$ cat src/hw/stream_fifo_pkg.sv
`default_nettype none

package stream_fifo_pkg;

	////////////////////
	// Data widths
	////////////////////

	localparam int SAMPLE_W = 16;
	localparam int HOST_W = 32;
	localparam int CHUNK_W = 64;
	localparam int CHUNK_ADDR_W = 24;
	localparam int LEVEL_W = 32;

	// Samples gathered into one bulk store chunk
	localparam int SAMPLES_PER_CHUNK = 4;

	typedef logic [SAMPLE_W-1:0] sample_t;
	typedef logic [HOST_W-1:0] host_word_t;

	// First sample sits in the lowest 16 bits
	typedef logic [CHUNK_W-1:0] chunk_t;

	// Only the low BULK_ADDR_W bits reach the memory
	typedef logic [CHUNK_ADDR_W-1:0] chunk_addr_t;

	// Buffer fill in 16-bit words
	typedef logic [LEVEL_W-1:0] level_t;

	////////////////////
	// Engine to store
	////////////////////

	typedef struct packed {
		logic wr;
		logic rd;
		chunk_addr_t addr;
		chunk_t wdata;
	} bulk_cmd_t;

	typedef enum logic [1:0] {
		ENG_IDLE,
		ENG_WRITE,
		ENG_READ,
		ENG_DELIVER
	} engine_state_t;

endpackage

`default_nettype wire
$ cat src/hw/fill_monitor.sv
`default_nettype none

module fill_monitor (
	input  logic                         ti_clk,
	input  logic                         rst,
	input  stream_fifo_pkg::level_t      in_words,
	input  stream_fifo_pkg::chunk_addr_t bulk_chunks,
	input  stream_fifo_pkg::level_t      out_words,
	output stream_fifo_pkg::level_t      level
);
	import stream_fifo_pkg::*;

	// Samples carried by one host word
	localparam int HOST_SAMPLES = HOST_W / SAMPLE_W;

	level_t bulk_words;
	level_t out_samples;
	level_t total;

	////////////////////
	// Weighted sum
	////////////////////

	// Everything scaled to 16-bit words
	assign bulk_words = level_t'(bulk_chunks) * SAMPLES_PER_CHUNK;
	assign out_samples = out_words * HOST_SAMPLES;
	assign total = in_words + bulk_words + out_samples;

	// Wraps together with the bulk store when it laps
	always_ff @(posedge ti_clk) begin
		if (rst)
			level <= '0;
		else
			level <= total;
	end

endmodule

`default_nettype wire

$ cat config.mk
export PLATFORM = sky130hd
export DESIGN_NAME = fill_monitor
export DESIGN_NICKNAME = d
export VERILOG_FILES = /design/src/hw/stream_fifo_pkg.sv /design/src/hw/fill_monitor.sv
export SDC_FILE = /design/constraint.sdc
export NUM_CORES = 1
export LEC_CHECK = 0
export BUFFER_PORTS_ARGS = -buffer_cell sky130_fd_sc_hd__buf_2
export CORE_MARGIN = 2
export CORE_UTILIZATION = 50
export CTS_CLUSTER_SIZE = 14
export DETAILED_ROUTE_END_ITERATION = 8
export MAX_ROUTING_LAYER = met4
export PLACE_DENSITY = 0.82
export SLEW_MARGIN = 40
export SYNTH_ARGS = -nofsm -noshare
export SYNTH_HDL_FRONTEND = slang
export SYNTH_SLANG_ARGS = --single-unit
export TNS_END_PERCENT = 10
$ cat constraint.sdc
create_clock -name ti_clk -period 8.25 [get_ports ti_clk]
set_input_delay 1.65 -clock ti_clk [delete_from_list [all_inputs] [get_ports ti_clk]]
set_output_delay 1.65 -clock ti_clk [all_outputs]
set_load 0.02 [all_outputs]
==> metrics.txt, run 1 <==
syn nets 490; Reg clk slew, reported paths 0.07 ns; Nets around 600; register area share after synthesis 0.206; Worst path max stage delay 0.54 ns; Final Cycle Share 0.527; gr usage total 0.224; CP max FO 4; fin area just under 4000 sq um; Routed Antenna Nets 0; non-filler cells in the finished layout between 500 and 600; Starting DRT DRC Count ~130; Max-Cap Viols 0; die area 6850 sq um; GRT Residual Overflow 0; cts repair resizes 0; Setup crit start kind input pin; met3 Track Usage GR 0.0368; Top Ports 122; Rel. slew slack 0.522; number of synthesized flops with an enable pin 0; WP data required 8.44 ns; CTS sink count 32; dpl cells roughly 520; final core utilization 0.646; Largest register FFs 32; vias per cell 5.50; CTS tree done; status completed; WS Path Type input pin to flop; CTS buffer count 5; Crit. End Element flop; final hold vios 0; Total Wirelength 7.38 mm; shortest clock period the worst path allows after layout 4.35 ns; Post-CTS Hold Fix Bufs 0; drt drc 0; hold endpoint level[0]; Critical Path, Cell by Cell buf_2, fa_1, ha_1, inv_1, fa_1, nor2b_1, o2111ai_1, a21oi_1, nor4_2, nor4_2, nor2_1, o311ai_1; Worst Path Arrival ~4.5 ns; Worst-Margin Slew 0.717 ns; Largest regs level: 32 flops; DP Wirelength 6.14 mm; core box area 5960 sq um; Worst Hold Launch in_words[0]; met2 Use GR 0.397; Fill cells 524; postcts setup bufs 0; hold path depth 2; Slowest cell on crit path fa_1; initial antenna violation count 0; n_diodes 0; GPL Wtd Cong 0.895; Reg with most FFs level; Fmax 230 MHz; Synth Warn # 0; Clock Path Buffers 2; power density cells 204 nW/um^2; synthesized area per cell 9.13 sq um; Die X 82.8 um; ys flop type dfxtp_1; path category of the worst min-delay check input pin to flop; share of cells above drive strength 1 0.303; Syn-to-layout area delta 24.0%; Worst setup startpoint in_words[2]; DIE HEIGHT 82.8 um; leakage power 1.92 nW; first-pass GRT wire length around 12 mm; Sum Neg Setup Slack 0 ns; TritonRoute pass-1 iters 4; CTS H-tree depth 2; async set-or-reset flop fraction in the synthesized netlist 0; clock root buffer clkbuf_8; Final setup viols 0; flops & latches, synth 32; per-cell routed wire length around 14 um; placed cell area 3740 sq um; RSZ-0062 raised after global routing no; Netlist cell types 49; vias after detailed routing 2917; largest net degree at the start of global routing 41; Most Crowded Layer GR met2; Row Count 28; vias in the first global route 2809; grt met1 use 0.258; Final Max Slew Viols 0; Mapped Area 3100 sq um; initial core utilization 0.521; VDD IR-drop max 113 uV; Cells after Synth 340; I/O Buffers 120
==> cells in the mapped netlist, drive strengths merged, types with 3 or more instances <==
master | count | area share
fa | 25 | 0.16
and2 | 3 | 0.0060
clkbuf | 10 | 0.012
nor4 | 4 | 0.012
and3 | 4 | 0.0081
xnor2 | 11 | 0.031
a31oi | 3 | 0.0060
and4 | 3 | 0.0085
ha | 35 | 0.14
buf | 3 | 0.0060
nor3 | 6 | 0.0097
nand3 | 8 | 0.015
xor2 | 8 | 0.023
mux2 | 5 | 0.018
a21oi | 34 | 0.056
a21o | 20 | 0.048
o21ai | 14 | 0.023
nand2 | 19 | 0.023
nor2 | 33 | 0.040
nand4 | 7 | 0.014
inv | 7 | 0.0085
a211oi | 3 | 0.0089
nor2b | 15 | 0.030
dfxtp | 32 | 0.21
nand2b | 4 | 0.0081
==> layout make-up <==
type	instances	area (sq um)	area share
Tap cell	75	93.8	0.0244
Clock inverter	2	35.0	0.00910
Inverter	7	26.3	0.00683
Multi-Input combinational cell	288	2380	0.618
Timing Repair Buffer	120	601	0.156
Clock buffer	6	72.6	0.0189
Sequential cell	32	641	0.166
==> logic make-up after synthesis <==
family | Yosys count | share of synthesized area
and+or+nand+nor | 116 | 0.199
AOI/OAI and AO/OA | 88 | 0.194
adders and majority gates | 60 | 0.302
DFF | 32 | 0.206
buffers and inverters | 20 | 0.0266
xor gates and xnor gates | 19 | 0.0536
muxes | 5 | 0.0181
==> power breakdown <==
| part | leakage [nW] | switching [mW] | internal [mW] |
|---|---|---|---|
| logic | 1.59 | 0.258 | 0.177 |
| clock network | 0.0552 | 0.0611 | 0.0896 |
| registers | 0.267 | 0.00881 | 0.192 |
| total | 1.92 | 0.328 | 0.459 |
==> how the worst max path moves through the flow <==
stage,to,depth (start not counted),slack [ns]
3_3_place_gp,level[28],12,3.64
3_5_place_dp,level[28],12,3.60
6_report,level[28],12,3.90
5_1_grt,level[28],12,3.69
2_1_floorplan,level[30],10,4.01
4_1_cts,level[28],12,3.90
==> cell usage in the layout, fill, tap and decap left out, drive strengths merged, types with 3 or more instances in the layout <==
master,count
fa,25
ha,35
dfxtp,32
and2,3
mux2,5
o21ai,14
and3,4
and4,3
a211oi,3
inv,7
nor2b,15
clkbuf,6
a21oi,34
buf,120
a31oi,3
a21o,20
nand2b,4
nor4,4
xnor2,11
nand2,19
xor2,8
nor3,6
nand4,7
nand3,8
nor2,33
==> through the flow <==
step | power, mW | setup WS (ns) | hold slack (ns)
2_1_floorplan | 0.515 | 4.01 | 1.78
3_3_place_gp | 0.624 | 3.64 | 1.87
3_5_place_dp | 0.636 | 3.60 | 1.89
4_1_cts | 0.789 | 3.90 | 1.59
5_1_grt | 0.847 | 3.69 | 1.60
6_report | 0.787 | 3.90 | 1.60
==> layer usage <==
| layer | part of all wire | vias up | routed length [um] |
|---|---|---|---|
| met2 | 0.51 | 99 | 3760 |
| li1 | - | 1450 | - |
| met3 | 0.073 | 4 | 538 |
| met1 | 0.41 | 1364 | 3030 |
| met5 | 0 | - | 0 |
| met4 | 0.0069 | 0 | 51 |
==> worst max-delay path, delay by kind of cell <==
kind	cells	cell delay [ns]
AND/OR/NAND/NOR	4	0.86
buffers and inverters	2	0.17
AO/OA/AOI/OAI	3	0.80
adder cells (fa/ha/maj)	3	1.08
Note: power is estimated with default switching activity, not from simulation.
==> run 2: changes to the inputs <==
Clock period 8.25 ns to 4.15 ns, I/O delays scaled along.
==> run 2 against run 1 <==
Against the previous run: critical path depth stayed put; via count is 0.55% higher; largest power group unchanged; final cell count is 0.19% higher; routed wire length is 0.43% lower; die area stayed put; largest cell class unchanged; sequential share of layout area is 0.11 points lower.
==> metrics.txt, run 2 (synthesis gave the netlist of run 1 again) <==
status completed; Row Count 28; Rel. slew slack 0.521; core box area 5960 sq um; Routed Antenna Nets 0; first-pass GRT wire length 11.8 mm; WS Path Type input pin to flop; CTS H-tree depth 2; Fmax 288 MHz; CTS tree done; clock root buffer clkbuf_8; fin worst setup slack 0.676 ns; Final Max Slew Viols 0; Reg clk slew, reported paths about 0.070 ns; DP Worst Slack 0.341 ns; Worst Path Arrival 3.67 ns; vias after detailed routing 2933; RSZ-0062 raised after global routing no; WP data required 4.34 ns; placed cell area 3750 sq um; die area 6850 sq um; Total Power ~1.6 mW; TritonRoute pass-1 iters 4; Nets 605; Total Wirelength 7.35 mm; Final setup viols 0; drt drc 0; commonest non-fill, non-tap cell in the layout buf_2; I/O Buffers 120; Largest register FFs 32; Starting DRT DRC Count 102; Max-Cap Viols 0; most frequent cells in the layout 120 x buf_2, 35 x ha_1, 33 x a21oi_1, 33 x nor2_1, 32 x dfxtp_1; power density cells 412 nW/um^2; per-cell routed wire length 13.8 um; GPL Wtd Cong approximately 0.9; Hold Slack 0.764 ns; CTS buffer count 5; Critical Path, Cell by Cell buf_2, fa_1, ha_1, inv_1, fa_1, nor2b_1, o2111ai_1, a21oi_1, nor4_2, nor4_2, nor2_1, o311ai_1; Worst-Margin Slew 0.718 ns; leakage power 1.93 nW; Sum Neg Setup Slack 0 ns; path category of the worst min-delay check input pin to flop; initial core utilization 0.521; vias per cell ~5.5; Fill cells 555; Largest regs level: 32 flops; Final Cycle Share 0.837; VDD IR-drop max around 280 uV; largest net degree at the start of global routing slightly above 40; vias in the first global route 2789; initial antenna violation count 0; n_diodes 0; DP Wirelength just over 6 mm; Die X 82.8 um; Syn-to-layout area delta 24.9%; share of cells above drive strength 1 0.307; Top Ports 122; Crit. End Element flop; CP max FO 4; final hold vios 0; gr usage total 0.226; shortest clock period the worst path allows after layout approximately 3.5 ns; Slowest cell on crit path fa_1; DIE HEIGHT 82.8 um; Worst path max stage delay 0.54 ns; Setup crit start kind input pin; CTS sink count 32; Clock Path Buffers 2; Post-CTS Hold Fix Bufs 0; cts repair resizes 0; postcts setup bufs 0; Reg with most FFs level; fin area 3870 sq um; GRT Residual Overflow 0
-- run 2: changes by cell type in the layout (fill, tap and decap cells not counted), sizes merged --
cell    before  now
buf        120  121
clkbuf       6    7
clkinv       1    0
-- run 2: per-layer routing --
layer / vias up / routed length, um / global-route usage
li1: 1444 / - / -
met1: 1359 / 3050 / 0.269
met2: 124 / 3710 / 0.396
met3: 6 / 506 / 0.0357
met4: 0 / 84 / 0.0623
met5: - / 0 / -
-- run 2: final timing paths --
kind | slack [ns] | start | cells past startpoint | end
min | 0.76 | in_words[0] | 2 | level[0]
max | 0.68 | in_words[2] | 12 | level[28]
-- run 2: area by class of cell --
class                      instances  area (sq um)  area share
timing repair buffer             121           608       0.157
multi-input combinational        288          2380       0.614
inverter                           7          26.3     0.00678
clock buffer                       7          96.3      0.0249
clock inverter                     1          30.0     0.00775
sequential                        32           641       0.165
tap                               75          93.8      0.0242
-- run 2: worst max-delay path, delay by kind of cell --
| kind | cells | cell delay (ns) |
|---|---|---|
| compound gates | 3 | 0.75 |
| fa+ha+maj | 3 | 1.08 |
| buf+inv | 2 | 0.16 |
| simple gates | 4 | 0.84 |
-- run 2: metrics by stage --
step,cells,util
final,531,0.651
after global routing,531,0.651
after CTS,531,0.651
after detailed placement,523,0.629
after global placement,523,0.629
after floorplan,340,-
-- run 2: where the power goes --
| part | leakage (nW) | internal [mW] | switching [mW] |
|---|---|---|---|
| logic | 1.60 | 0.355 | 0.512 |
| clock network | 0.0645 | 0.212 | 0.116 |
| registers | 0.267 | 0.382 | 0.0185 |
==> run 3: changes to the inputs <==
Settings changed: CORE_UTILIZATION 50 to 45, PLACE_DENSITY 0.82 to 0.78.
Clock period 4.15 ns to 3 ns, I/O delays scaled along.
==> run 3 against run 2 <==
Against the previous run: the flow now finishes with violations (negative setup slack); combinational power is 66% higher; die area is 11% higher; power is 52% higher; via count is 7.9% higher; worst setup slack worse by 0.68 ns; first-iteration DRC count is 29% higher; routed wire length is 10% higher; worst hold slack worse by 0.25 ns; sequential share of layout area is 1.9 points lower; clock-buffer cell count is 1 lower; critical path depth is 2 lower; global-route usage is 0.69 points lower; largest power group unchanged.
==> metrics.txt, run 3 (synthesis gave the netlist of run 1 again) <==
Total Wirelength 8.09 mm; initial antenna violation count 0; DP Worst Slack -0.427 ns; I/O Buffers 120; largest net degree at the start of global routing 36; Rel. slew slack 0.743; core box area 6720 sq um; fin worst setup slack -0.00569 ns; VDD IR-drop max between 200 and 300 uV; n_diodes 0; share of cells above drive strength 1 0.409; Largest regs level: 32 flops; CTS H-tree depth 2; DP Wirelength 6.70 mm; non-filler cells in the finished layout 591; Top Ports approximately 120; Final Cycle Share 1.00; DIE HEIGHT just under 90 um; GRT Residual Overflow 0; WP data required approximately 3.2 ns; TritonRoute pass-1 iters 4; vias per cell 5.36; Routed Antenna Nets 0; shortest clock period the worst path allows after layout 3.01 ns; clock root buffer clkbuf_8; Sum Neg Setup Slack -0.00824 ns; Largest register FFs 32; WS Path Type input pin to flop; per-cell routed wire length 13.7 um; final core utilization 0.650; CP most frequent cell a21oi_2; gr usage total 0.219; failing checks negative setup slack; initial core utilization 0.462; dpl cells 582; Clock Path Buffers 2; Nets 660; drt drc 0; Fmax 333 MHz; first-pass GRT wire length ~13 mm; Critical Path, Cell by Cell buf_2, fa_1, ha_1, a21oi_2, and4b_2, o41ai_4, a21oi_2, a21bo_2, a21oi_2, mux2_4; leakage power 2.21 nW; Die X ~87 um; Setup crit start kind input pin; final hold vios 0; most frequent cells in the layout 119 x buf_2, 56 x buf_4, 34 x ha_1; Final setup viols 2; status complete, but fails checks; path category of the worst min-delay check input pin to flop; Worst path max stage delay ~0.57 ns; CTS sink count 32; Total Power 2.42 mW; Max-Cap Viols 0; Crit. End Element flop; Slowest cell on crit path fa_1; Reg with most FFs level; Post-CTS Hold Fix Bufs 0; Worst-Margin Slew 0.381 ns; CP max FO 3; Row Count 30; Worst setup startpoint out_words[2]; Final Max Slew Viols 0; Starting DRT DRC Count between 100 and 150; die area roughly 7600 sq um; vias after detailed routing 3165; Syn-to-layout area delta 40.7%; power density cells 554 nW/um^2; commonest non-fill, non-tap cell in the layout buf_2; CTS tree done; Reg clk slew, reported paths 0.08 ns; Worst Path Arrival approximately 3.2 ns; RSZ-0062 raised after global routing yes; worst setup path end level[27]; vias in the first global route 3083; GPL Wtd Cong 0.899; CTS buffer count 5
run 3: worst min-delay path by stage:
stage               slack (ns)  cells past startpoint        start        to
floorplan                 0.73                      1  in_words[0]  level[0]
global placement          0.82                      2  in_words[0]  level[0]
detailed placement        0.82                      2  in_words[0]  level[0]
CTS                       0.52                      2  in_words[0]  level[0]
global route              0.54                      2  in_words[0]  level[0]
finish                    0.52                      2  in_words[0]  level[0]
run 3: report_power, final:
group	internal [mW]	total [mW]	leakage, nW	switching [mW]
Clock	0.246	0.419	0.0552	0.173
Combinational	0.664	1.44	1.89	0.779
Sequential	0.529	0.556	0.267	0.0277
run 3: metal layers:
metal | up-vias | wire, um | GRT usage | share of wire
met3 | 17 | 497 | 0.0246 | 0.061
met1 | 1467 | 3410 | 0.260 | 0.42
li1 | 1563 | - | - | -
met2 | 118 | 4040 | 0.392 | 0.50
met5 | - | 0 | - | 0
met4 | 0 | 136 | 0.0568 | 0.017
run 3: layout make-up:
type	count	area, sq um
Tap cell	80	100
Clock inverter	2	35.0
Inverter	7	26.3
Multi-Input combinational cell	288	2460
Timing Repair Buffer	176	1030
Sequential cell	32	641
Clock buffer	6	72.6
Fill cell	590	2350
run 3: stage by stage:
step | hold slack, ns | area, sq um
floorplan | 0.728 | 3100
global placement | 0.822 | 4160
detailed placement | 0.816 | 4160
CTS | 0.516 | 4300
global route | 0.536 | 4370
finish | 0.518 | 4370
run 3: what timing repair did:
item	in CTS	in global routing
gates resized for setup	10	10
pin swaps	6	14
endpoints found under the setup margin	9	11
setup buffers	0	1
run 3: worst max-delay path, delay by kind of cell:
kind | cells | cell delay [ns]
adders and majority gates | 2 | 0.82
and+or+nand+nor | 1 | 0.28
AOI/OAI and AO/OA | 5 | 1.08
buffers and inverters | 1 | 0.11
muxes | 1 | 0.31
