File: config.mk
export PLATFORM = sky130hd
export DESIGN_NAME = sample_packer
export DESIGN_NICKNAME = d
export VERILOG_FILES = /design/src/hw/stream_fifo_pkg.sv /design/src/hw/sample_packer.sv
export SDC_FILE = /design/constraint.sdc
export NUM_CORES = 1
export LEC_CHECK = 0
export BUFFER_PORTS_ARGS = -buffer_cell sky130_fd_sc_hd__buf_2
export CAP_MARGIN = 20
export CELL_PAD_IN_SITES_DETAIL_PLACEMENT = 0
export CELL_PAD_IN_SITES_GLOBAL_PLACEMENT = 1
export CORE_UTILIZATION = 35
export CTS_BUF_LIST = sky130_fd_sc_hd__clkbuf_4 sky130_fd_sc_hd__clkbuf_8
export DETAILED_ROUTE_END_ITERATION = 16
export GPL_TIMING_DRIVEN = 0
export HOLD_SLACK_MARGIN = 0.1
export PLACE_DENSITY_LB_ADDON = 0.1
export SYNTH_ARGS = -nofsm -noshare
export SYNTH_HDL_FRONTEND = slang
export SYNTH_SLANG_ARGS = --single-unit
export TNS_END_PERCENT = 100
File: constraint.sdc
create_clock -name ti_clk -period 13.17 [get_ports ti_clk]
set_input_delay 0.6585 -clock ti_clk [delete_from_list [all_inputs] [get_ports ti_clk]]
set_output_delay 0.6585 -clock ti_clk [all_outputs]
set_load 0.01 [all_outputs]
File: src/hw/stream_fifo_pkg.sv
`default_nettype none

package stream_fifo_pkg;

	////////////////////
	// Data widths
	////////////////////

	localparam int SAMPLE_W = 16;
	localparam int HOST_W = 32;
	localparam int CHUNK_W = 64;
	localparam int CHUNK_ADDR_W = 24;
	localparam int LEVEL_W = 32;

	// Samples gathered into one bulk store chunk
	localparam int SAMPLES_PER_CHUNK = 4;

	typedef logic [SAMPLE_W-1:0] sample_t;
	typedef logic [HOST_W-1:0] host_word_t;

	// First sample sits in the lowest 16 bits
	typedef logic [CHUNK_W-1:0] chunk_t;

	// Only the low BULK_ADDR_W bits reach the memory
	typedef logic [CHUNK_ADDR_W-1:0] chunk_addr_t;

	// Buffer fill in 16-bit words
	typedef logic [LEVEL_W-1:0] level_t;

	////////////////////
	// Engine to store
	////////////////////

	typedef struct packed {
		logic wr;
		logic rd;
		chunk_addr_t addr;
		chunk_t wdata;
	} bulk_cmd_t;

	typedef enum logic [1:0] {
		ENG_IDLE,
		ENG_WRITE,
		ENG_READ,
		ENG_DELIVER
	} engine_state_t;

endpackage

`default_nettype wire
File: src/hw/sample_packer.sv
`default_nettype none

module sample_packer #(
	parameter int IN_DEPTH_LOG = 3
) (
	input  logic                     ti_clk,
	input  logic                     rst,
	input  logic                     write_en,
	input  stream_fifo_pkg::sample_t data_in,
	input  logic                     chunk_take,
	output logic                     chunk_ready,
	output stream_fifo_pkg::chunk_t  chunk_data,
	output stream_fifo_pkg::level_t  in_words
);
	import stream_fifo_pkg::*;

	localparam int DEPTH = 2 ** IN_DEPTH_LOG;
	localparam int LANE_W = $clog2(SAMPLES_PER_CHUNK);
	localparam logic [LANE_W-1:0] LAST_LANE = LANE_W'(SAMPLES_PER_CHUNK - 1);

	chunk_t                queue_mem [DEPTH];
	logic [IN_DEPTH_LOG:0] wr_ptr;
	logic [IN_DEPTH_LOG:0] rd_ptr;
	logic [IN_DEPTH_LOG:0] count;
	logic [LANE_W-1:0]     lane;
	chunk_t                asm_reg;
	chunk_t                next_chunk;
	logic                  full;
	logic                  accept;
	logic                  push;

	// Pointers carry one extra bit so full and empty differ
	assign count = wr_ptr - rd_ptr;
	// Count never exceeds DEPTH, so its top bit alone means full
	assign full = count[IN_DEPTH_LOG];

	// Samples arriving while the queue is full are lost
	assign accept = write_en && !full;
	assign push = accept && (lane == LAST_LANE);

	// Current sample dropped into its lane of the assembly word
	always_comb begin
		next_chunk = asm_reg;
		next_chunk[lane*SAMPLE_W +: SAMPLE_W] = data_in;
	end

	always_ff @(posedge ti_clk) begin
		if (rst) begin
			wr_ptr <= '0;
			rd_ptr <= '0;
			lane <= '0;
		end else begin
			if (accept)
				lane <= lane + 1'b1;
			if (push)
				wr_ptr <= wr_ptr + 1'b1;
			if (chunk_take)
				rd_ptr <= rd_ptr + 1'b1;
		end
	end

	always_ff @(posedge ti_clk) begin
		if (accept)
			asm_reg <= next_chunk;
		if (push)
			queue_mem[wr_ptr[IN_DEPTH_LOG-1:0]] <= next_chunk;
	end

	assign chunk_ready = (count != '0);
	assign chunk_data = queue_mem[rd_ptr[IN_DEPTH_LOG-1:0]];

	// Whole chunks plus samples still waiting in the assembly word
	assign in_words = level_t'(count) * SAMPLES_PER_CHUNK + level_t'(lane);

endmodule

`default_nettype wire

==> summary.md, run 1 <==
| Metric | Value |
|---|---|
| RSZ-0062 raised after global routing | no |
| TritonCTS clock tree | built |
| First-pass GRT wire length | 81.2 mm |
| CTS Buf Count | 100 |
| Slew headroom | 0.248 |
| Main combinational cell family by area after synthesis | multiplexers |
| Simple-Gate Fraction of Synth Area | 0.0217 |
| Setup crit end kind | primary output |
| Synth Flop Type | edfxtp_1 |
| CP Max Fanout | 10 |
| Residual DRC | 0 |
| Clock Latency Late Sink | 680 ps |
| Met1 wire length | 25.3 mm |
| Max reg flops | 512 |
| Synth warnings | 0 |
| HP Class | input pin to flip-flop |
| Crit Path Category | flip-flop to primary output |
| Setup bufs post-CTS | 0 |
| Xor-xnor portion of the synthesized cell area | 0.00260 |
| Synth Area per Inst | 20.4 um2 |
| Num ports | 117 |
| FMAX | 0.261 GHz |
| Worst-margin pin slew | 1130 ps |
| Root buf cell | clkbuf_8 |
| Pwr per Cell Area | 150 nW/um2 |
| Hpwl dp | 36.1 mm |
| Setup violations, final | 0 |
| Max Used Layer | met4 |
| DR vias/cell | 4.82 |
| WP data arrival | 3180 ps |
| DR vias | 11400 |
| Register area share after synthesis | 0.760 |
| Vias in the first global route | 12100 |
| Yosys reg bits | 589 |
| Row count | 93 |
| Synth cell types | 45 |
| Cell count after synthesis | 1130 |
| Wire length on met3 | 2.53 mm |
| Port buffer count | 90 |
| Post-DRT Antenna Nets | 0 |
| Clock skew | 24.8 ps |
| Hold Slack | 337 ps |
| Max Cap Viol | 0 |
| Initial antenna violation count | 1 |
| CTS Sinks | 589 |
| Drt pass-1 iters | 5 |
| Initial Util | 0.356 |
| Worst setup slack after placement | 9420 ps |
| Wirelength per Cell | 23.4 um |
| Area grow syn2layout | 19.1% |
| Slew Limit Fails | 0 |
| Fill cells | 5771 |
| Crit path time final | 3840 ps |
| Post-synthesis async set-or-reset flop share | 0 |
| Tcrit/Tclk final | 0.291 |
| Synth Cell Area | 23100 um2 |
| Met2 WL | 26.4 mm |
| GRT Resource Usage Total | 0.169 |
| Worst setup margin | 9330 ps |
| Worst R2R Path Depth | 9 |
| Die Wd | 259 um |
| Worst vdd ir | 0.0000695 V |
| Die H | 259 um |
| Die ar. | 67000 um2 |
| Clk buf depth | 3 |
| Initial DRC count | 701 |
| WHS Path Cells | 3 |
| Status | finished, final reports clean |
| Post-synth EDFFs | 576 |
| Final WL | 55.3 mm |
| Largest net degree at the start of global routing | 57 |
| Layout cell share with drive strength beyond 1 | 0.396 |
| Routability congestion estimate | 0.706 |
| Global route total overflow | 0 |
| Compound-cell area share of the yosys netlist | 0.0180 |
| Lkg Pwr | 9.25 nW |
| Core Region | 64800 um2 |
| Post_cts resized | 0 |
| CTS hold repair buffers | 0 |
| Total Power | 0.00412 W |
| Setup TNS Final | 0 ps |
| CP Launch Type | flip-flop |
| CP required | 12510 ps |
| Post-synthesis mux area share | 0.158 |
| Adder-cell area share of the yosys netlist | 0.00629 |
| Clk slew on worst S/H paths | 60 ps |
| CTS H-tree depth | 3 |
| Hold Vio Cnt, Final | 0 |
| # nets final | 1459 |
| Final Util | 0.424 |
==> final cells by class <==
class / count / area, um2 / area share
flip-flops and latches: 589 / 17600 / 0.638
multi-input cells: 422 / 4930 / 0.179
clock buffers: 136 / 1680 / 0.0610
repair buffers: 171 / 1270 / 0.0464
well taps: 855 / 1070 / 0.0389
plain buffers: 73 / 485 / 0.0177
inverters: 71 / 267 / 0.00969
clock inverters: 41 / 233 / 0.00846
diodes: 1 / 2.50 / 0.0000910
==> metrics by stage <==
step	std cells	instance area [um2]
floorplan	1155	23200
global placement	2100	24700
detailed placement	2170	25500
CTS	2347	27400
global route	2359	27500
finish	2359	27500
==> placed cells by master (no fill, tap or decap), types with 3 or more instances in the layout <==
cell type,netlist,final
nand3_1,4,4
clkinvlp_4,0,6
mux4_2,128,128
clkbuf_4,0,38
mux2_2,67,67
nand2_1,70,70
conb_1,1,26
clkinv_1,0,13
clkinv_2,0,20
a21oi_1,3,3
o21ai_0,67,67
ha_1,10,10
inv_1,71,71
clkbuf_1,14,14
clkbuf_8,1,106
dfxtp_1,13,13
xor2_1,3,3
nor2_1,9,9
edfxtp_1,576,576
buf_4,29,56
buf_1,10,10
buf_2,7,105
buf_6,11,38
buf_8,0,6
buf_12,0,4
==> worst max-delay path, stage by stage (launching register included) <==
cell      delay [ps]
dfxtp_1          300
buf_1            830
clkbuf_1         710
mux2_2           490
buf_2            160
==> routing by layer <==
| metal | GRT usage | vias up |
|---|---|---|
| met5 | 0 | - |
| met4 | 0.0531 | 0 |
| met3 | 0.0324 | 71 |
| met2 | 0.270 | 274 |
| met1 | 0.232 | 5978 |
| li1 | - | 5057 |
==> kinds of logic (layout without fill, tap and decap cells) <==
group,after synthesis,in the layout
xor+xnor,6,6
flops,589,589
other cells,1,27
compound gates,78,78
buf+inv,144,492
simple gates,104,104
mux,197,197
fa+ha+maj,11,11
==> report_power, final <==
part / total [W] / leakage (nW) / internal [W] / switching (W)
combinational: 0.000383 / 2.88 / 0.000142 / 0.000242
clock: 0.00156 / 1.02 / 0.000844 / 0.000720
sequential: 0.00217 / 5.35 / 0.00216 / 0.00000947
==> Yosys cell counts, types with 2 or more instances <==
| library cell | number | share of area |
|---|---|---|
| nor4bb_1 | 2 | 0.00087 |
| buf_4 | 29 | 0.0094 |
| xor2_1 | 3 | 0.0011 |
| nand3_1 | 4 | 0.00087 |
| clkbuf_1 | 14 | 0.0023 |
| mux2i_1 | 2 | 0.00087 |
| mux4_2 | 128 | 0.12 |
| a2111oi_0 | 2 | 0.00076 |
| nor3_1 | 4 | 0.00087 |
| nand2b_1 | 2 | 0.00054 |
| ha_1 | 10 | 0.0054 |
| buf_1 | 10 | 0.0016 |
| nor2b_1 | 2 | 0.00054 |
| mux2_2 | 67 | 0.033 |
| buf_2 | 7 | 0.0015 |
| o21ai_0 | 67 | 0.015 |
| dfxtp_1 | 13 | 0.011 |
| o21ai_1 | 2 | 0.00043 |
| inv_1 | 71 | 0.012 |
| edfxtp_1 | 576 | 0.75 |
| nand2_1 | 70 | 0.011 |
| nor2_1 | 9 | 0.0015 |
| buf_6 | 11 | 0.0054 |
| xnor2_1 | 2 | 0.00076 |
| a21oi_1 | 3 | 0.00065 |
==> final timing paths <==
kind	slack, ps	from	endpoint
setup / recovery	9330	flip-flop	chunk_data[4]
hold / removal	340	chunk_take	rd_ptr[0]
setup reg to reg	9470	wr_ptr[0]	queue_mem[6][22]
hold reg to reg	590	rd_ptr[2]	rd_ptr[3]
(Power assumes the default switching activity.)
==> inputs of run 2 (changes only) <==
clock period = 3.2 ns   (was 13.17 ns; I/O delays follow)
==> summary.md, run 2 (same netlist as run 1, synthesis figures left out) <==
| Metric | Value |
|---|---|
| WHS Path Cells | 4 (+1) |
| Reg-to-Reg Start | lane[0] |
| Switching share of power | 0.235 (-0.000760) |
| Die Wd | 259 um (unchanged) |
| Initial antenna violation count | 1 (unchanged) |
| Cell Area, Placed | 25700 um2 (+0.64%) |
| Row count | 93 (unchanged) |
| CTS H-tree depth | 3 (unchanged) |
| DR vias | 11500 (+0.83%) |
| Slew headroom | 0.268 (+0.0197) |
| Met2 WL | 25.8 mm (-2.3%) |
| Clk buf depth | 3 (unchanged) |
| Setup violations, final | 0 (unchanged) |
| # nets final | 1454 (-0.34%) |
| Area grow syn2layout | 21.0% |
| Tcrit/Tclk final | 0.936 |
| DR vias/cell | 4.87 (+0.88%) |
| Wire length on met3 | 2.81 mm (+11%) |
| NetSw | 0.00406 W (+320%) |
| Crit Path Category | flip-flop to primary output |
| Hold Vio Cnt, Final | 0 (unchanged) |
| GRT Resource Usage Total | 0.172 (+0.00346) |
| Cell Int Power | 0.0132 W (+320%) |
| CTS Buf Count | 100 (unchanged) |
| Slew Limit Fails | 0 (unchanged) |
| Top cell by count, worst path | buf_2 |
| Setup crit end kind | primary output |
| Commonest non-fill, non-tap cell in the layout | edfxtp_1 |
| Global route total overflow | 0 (unchanged) |
| Layout cell share with drive strength beyond 1 | 0.395 (-0.000805) |
| Clock Latency Late Sink | 680 ps (about the same) |
| Worst-margin pin slew | 1090 ps (-41.1 ps) |
| CP Max Fanout | 10 (unchanged) |
| Largest net degree at the start of global routing | 46 (-19%) |
| HP Class | input pin to flip-flop |
| First-pass GRT wire length | 82.5 mm (+1.6%) |
| Post-DRT Antenna Nets | 0 (unchanged) |
| Vias in the first global route | 12100 (+0.17%) |
| RSZ-0062 raised after global routing | no |
| Num ports | 117 (unchanged) |
| Clock skew | 35.4 ps (+10.5 ps) |
| Pwr per Cell Area | 618 nW/um2 (+310%) |
| Die ar. | 67000 um2 (unchanged) |
| Clk slew on worst S/H paths | 60 ps (about the same) |
| Max Used Layer | met4 |
| Die H | 259 um (unchanged) |
| Seq pwr share | 0.518 (-0.010) |
| Core Region | 64800 um2 (unchanged) |
| WP data arrival | 2830 ps (-350 ps) |
| Hold path startpoint | data_in[5] |
| Hpwl dp | 35.5 mm (-1.8%) |
| Residual DRC | 0 (unchanged) |
| Lkg Pwr | 9.33 nW (+0.86%) |
| Worst-path cell chain | buf_2, buf_1, mux4_2, mux2_2, buf_2 |
| Most frequent cells in the layout | edfxtp_1 (576), mux4_2 (128), buf_2 (104) |
| CP Launch Type | flip-flop |
| TritonCTS clock tree | built |
| Worst setup slack after placement | -391 ps (-9820 ps) |
| Worst setup margin | 206 ps (-9130 ps) |
| Root buf cell | clkbuf_8 |
| Port buffer count | 90 (unchanged) |
| Total Power | 0.0173 W (+320%) |
| Slowest cell on crit path | buf_1 |
| Initial DRC count | 752 (+7.3%) |
| Crit path time final | 2990 ps |
| Crit-path max cell delay | 630 ps (-200 ps) |
| Status | finished, final reports clean |
| Routability congestion estimate | 0.690 (-2.3%) |
| Max Cap Viol | 0 (unchanged) |
| Initial Util | 0.356 (unchanged) |
| Clock power share | 0.390 (+0.011) |
| Comb power frac | 0.092 (about the same) |
| Final WL | 55.9 mm (+1.2%) |
| Worst R2R Path Depth | 6 (-3) |
| Hold Slack | 190 ps (-147 ps) |
| FMAX | 0.334 GHz |
| CTS Sinks | 589 (unchanged) |
| Met1 wire length | 26.4 mm (+4.2%) |
| CP required | 3040 ps (-9470 ps) |
| Worst vdd ir | 0.000259 V (+270%) |
| Max reg flops | 512 (unchanged) |
| Final Cell Area | 27900 um2 (+1.6%) |
| Wirelength per Cell | 23.7 um (+1.2%) |
| Drt pass-1 iters | 5 (unchanged) |
run 2: routing by layer:
layer,GRT usage,vias to the layer above
li1,-,5069
met1,0.248,6035
met2,0.265,290
met3,0.0343,81
met4,0.0472,0
met5,0,-
run 2: worst paths after layout:
| path | end | slack [ps] |
|---|---|---|
| min | queue_mem[2][37] | 190 |
| max reg2reg | queue_mem[1][13] | 330 |
| min reg2reg | lane[1] | 540 |
| max | chunk_data[22] | 210 |
run 2: area by class of cell:
cell class	instances	area, um2
fillers	5700	36900
multi-input cells	422	5050
plain buffers	72	507
well taps	855	1070
diodes	2	5.00
clock inverters	48	370
repair buffers	167	1480
flip-flops and latches	589	17600
clock buffers	132	1620
inverters	71	272
run 2: timing repair:
| action | in CTS | in global routing |
|---|---|---|
| endpoints found under the hold margin | 36 | 6 |
| setup endpoints to repair | 199 | 12 |
| resized for setup | 8 | 5 |
| pin swaps | 3 | 0 |
| buffers inserted | 6 | 0 |
| hold buffers | 7 | 6 |
run 2: power groups by stage:
stage	logic, W	clock network [W]	registers (W)
after floorplan	0.00100	0	0.00909
after global placement	0.00155	0	0.00911
after detailed placement	0.00160	0	0.00911
after CTS	0.00161	0.00695	0.00895
after global routing	0.00176	0.00727	0.00896
final	0.00159	0.00673	0.00895
run 2: worst max-delay path, delay by kind of cell, from the launching register on:
family | cells | cell delay [ps]
buffers and inverters | 3 | 1120
DFF | 1 | 320
muxes | 2 | 720
run 2: stage by stage:
step,std cells,setup TNS (ps),utilization
final,2358,0,0.431
after global routing,2358,0,0.431
after CTS,2339,0,0.429
after detailed placement,2147,-24050,0.396
after global placement,2100,-1377310,0.384
after floorplan,1155,-191890,-
==> inputs of run 3 (changes only) <==
RECOVER_POWER = 25   (was default)
==> summary.md, run 3 (same netlist as run 1, synthesis figures left out) <==
| Metric | Value |
|---|---|
| Worst R2R Path Depth | 7 (+1) |
| Cell family contributing the most delay on the critical path | flip-flops |
| HP Class | input pin to flip-flop |
| Post-DRT Antenna Nets | 0 (unchanged) |
| Root buf cell | clkbuf_8 |
| CP Launch Type | flip-flop |
| Fill cells | 5729 (+0.51%) |
| Max reg flops | 512 (unchanged) |
| Initial Util | 0.356 (unchanged) |
| Status | finished, final reports clean |
| Setup violations, final | 0 (unchanged) |
| Hold Path Sink | queue_mem[4][55] |
| GR met1 Demand/Resource | 0.248 (unchanged) |
| Crit path time final | 3000 ps (+1.98 ps) |
| Largest net degree at the start of global routing | 46 (unchanged) |
| Worst vdd ir | 0.000261 V (+0.47%) |
| Core Region | 64800 um2 (unchanged) |
| Slew Limit Fails | 0 (unchanged) |
| Port buffer count | 90 (unchanged) |
| Residual DRC | 0 (unchanged) |
| Clk slew on worst S/H paths | 60 ps (about the same) |
| Worst-path cell chain | clkbuf_1, mux2_2, buf_2 |
| Layout cell share with drive strength beyond 1 | 0.382 (-0.0127) |
| CP Max Fanout | 10 (unchanged) |
| Reg-to-Reg Start | lane[0] |
| Row count | 93 (unchanged) |
| Slew headroom | 0.264 (-0.00374) |
| Tcrit/Tclk final | 0.936 (about the same) |
| GRT busiest layer | met2 |
| CP Buf/Inv Count | 2 (-1) |
| DR vias/cell | 4.86 (-0.14%) |
| DR vias | 11500 (-0.14%) |
| Num ports | 117 (unchanged) |
| Hold Vio Cnt, Final | 0 (unchanged) |
| Vias in the first global route | 12100 (unchanged) |
| Max Cap Viol | 0 (unchanged) |
| Slowest cell on crit path | dfxtp_1 |
| Cell Area, Placed | 25700 um2 (unchanged) |
| Initial antenna violation count | 1 (unchanged) |
| Setup TNS Final | 0 ps (unchanged) |
| Drt pass-1 iters | 5 (unchanged) |
| Hpwl dp | 35.5 mm (unchanged) |
| GRT Resource Usage Total | 0.172 (unchanged) |
| Pwr per Cell Area | 621 nW/um2 (+0.39%) |
| Die H | 259 um (unchanged) |
| CP required | 3040 ps (about the same) |
| Worst setup slack after placement | -391 ps (unchanged) |
| Final Util | 0.429 (-0.00183) |
| WHS Path Cells | 3 (-1) |
| Most frequent cells in the layout | edfxtp_1 (576), mux4_2 (128), clkbuf_8 (103) |
| CTS Sinks | 589 (unchanged) |
| Worst-margin pin slew | 1090 ps (+5.56 ps) |
| Routability congestion estimate | 0.690 (unchanged) |
| Die ar. | 67000 um2 (unchanged) |
| Fin cells | 2358 (unchanged) |
| Reg2Reg Setup Slack | 240 ps (-90 ps) |
| Setup crit end kind | primary output |
| Crit Path Category | flip-flop to primary output |
| CTS H-tree depth | 3 (unchanged) |
| GR Util met2 | 0.265 (unchanged) |
| Wirelength per Cell | 23.7 um (about the same) |
| Commonest non-fill, non-tap cell in the layout | edfxtp_1 |
| Initial DRC count | 750 (-0.27%) |
| FMAX | 0.334 GHz (about the same) |
| Final Cell Area | 27800 um2 (-0.43%) |
| Worst setup margin | 204 ps (-1.98 ps) |
| Clk buf depth | 3 (unchanged) |
| Met3 Use GR | 0.0343 (unchanged) |
| RSZ-0062 raised after global routing | no |
| First-pass GRT wire length | 82.5 mm (unchanged) |
| Area grow syn2layout | 20.5% |
| Clock skew | 34.5 ps (-0.899 ps) |
| RR Endpoint | queue_mem[4][29] |
| Die Wd | 259 um (unchanged) |
| Lkg Pwr | 9.27 nW (-0.68%) |
| CTS Buf Count | 100 (unchanged) |
| Clock Latency Late Sink | 680 ps (about the same) |
| TritonCTS clock tree | built |
| # nets final | 1454 (unchanged) |
| DP Cell Count | 2147 (unchanged) |
| WP data arrival | 2840 ps (about the same) |
| Hold path startpoint | data_in[7] |
| Global route total overflow | 0 (unchanged) |
| Crit-path max cell delay | 880 ps (+250 ps) |
| Final WL | 55.9 mm (about the same) |
-- run 3: area by class of cell --
type	count	area, um2	area share
sequential	589	17600	0.631
clock inverter	48	370	0.0133
timing repair buffer	167	1410	0.0506
multi-input combinational	422	5000	0.180
buffer	72	503	0.0181
antenna	2	5.00	0.000180
clock buffer	132	1620	0.0583
inverter	71	272	0.00976
tap	855	1070	0.0384
-- run 3: routing by layer --
layer / vias up / part of all wire
met1: 6021 / 0.48
li1: 5076 / -
met3: 84 / 0.046
met2: 278 / 0.46
met4: 0 / 0.017
met5: - / 0
-- run 3: worst max path at each step --
stage,startpoint,to,slack [ps],cells after the start
6_report,flip-flop,chunk_data[22],200,3
5_1_grt,flip-flop,chunk_data[22],20,5
4_1_cts,flip-flop,chunk_data[39],0.4,3
3_5_place_dp,wr_ptr[0],queue_mem[3][14],-390,9
3_3_place_gp,lane[1],queue_mem[0][21],-3600,5
2_1_floorplan,wr_ptr[0],queue_mem[0][0],-590,5
-- run 3: power by group --
group,switching [W],total (W),internal (W)
Clock,0.00302,0.00674,0.00372
Sequential,0.0000400,0.00895,0.00891
Combinational,0.00100,0.00158,0.000582
Total,0.00406,0.0173,0.0132
-- run 3: through the flow --
| stage | hold slack, ps | total power [W] |
|---|---|---|
| finish | 259 | 0.0173 |
| global route | 259 | 0.0180 |
| global placement | 528 | 0.0107 |
| detailed placement | 534 | 0.0107 |
| floorplan | 325 | 0.0101 |
| CTS | 183 | 0.0175 |
-- run 3: worst register-to-register path: cells and delay by family, from the launching register on --
family	cells	cell delay, ps
flip-flops	1	410
buffers and inverters	2	570
AO/OA/AOI/OAI	1	420
adder cells (fa/ha/maj)	1	460
AND/OR/NAND/NOR	3	740
-- run 3: timing repair --
item                                    CTS  global route
hold buffers                              7             6
endpoints found under the setup margin  199            12
gates resized for setup                   8             5
buffers inserted                          6             0
hold endpoints to repair                 36             6
pin swaps                                 3             0
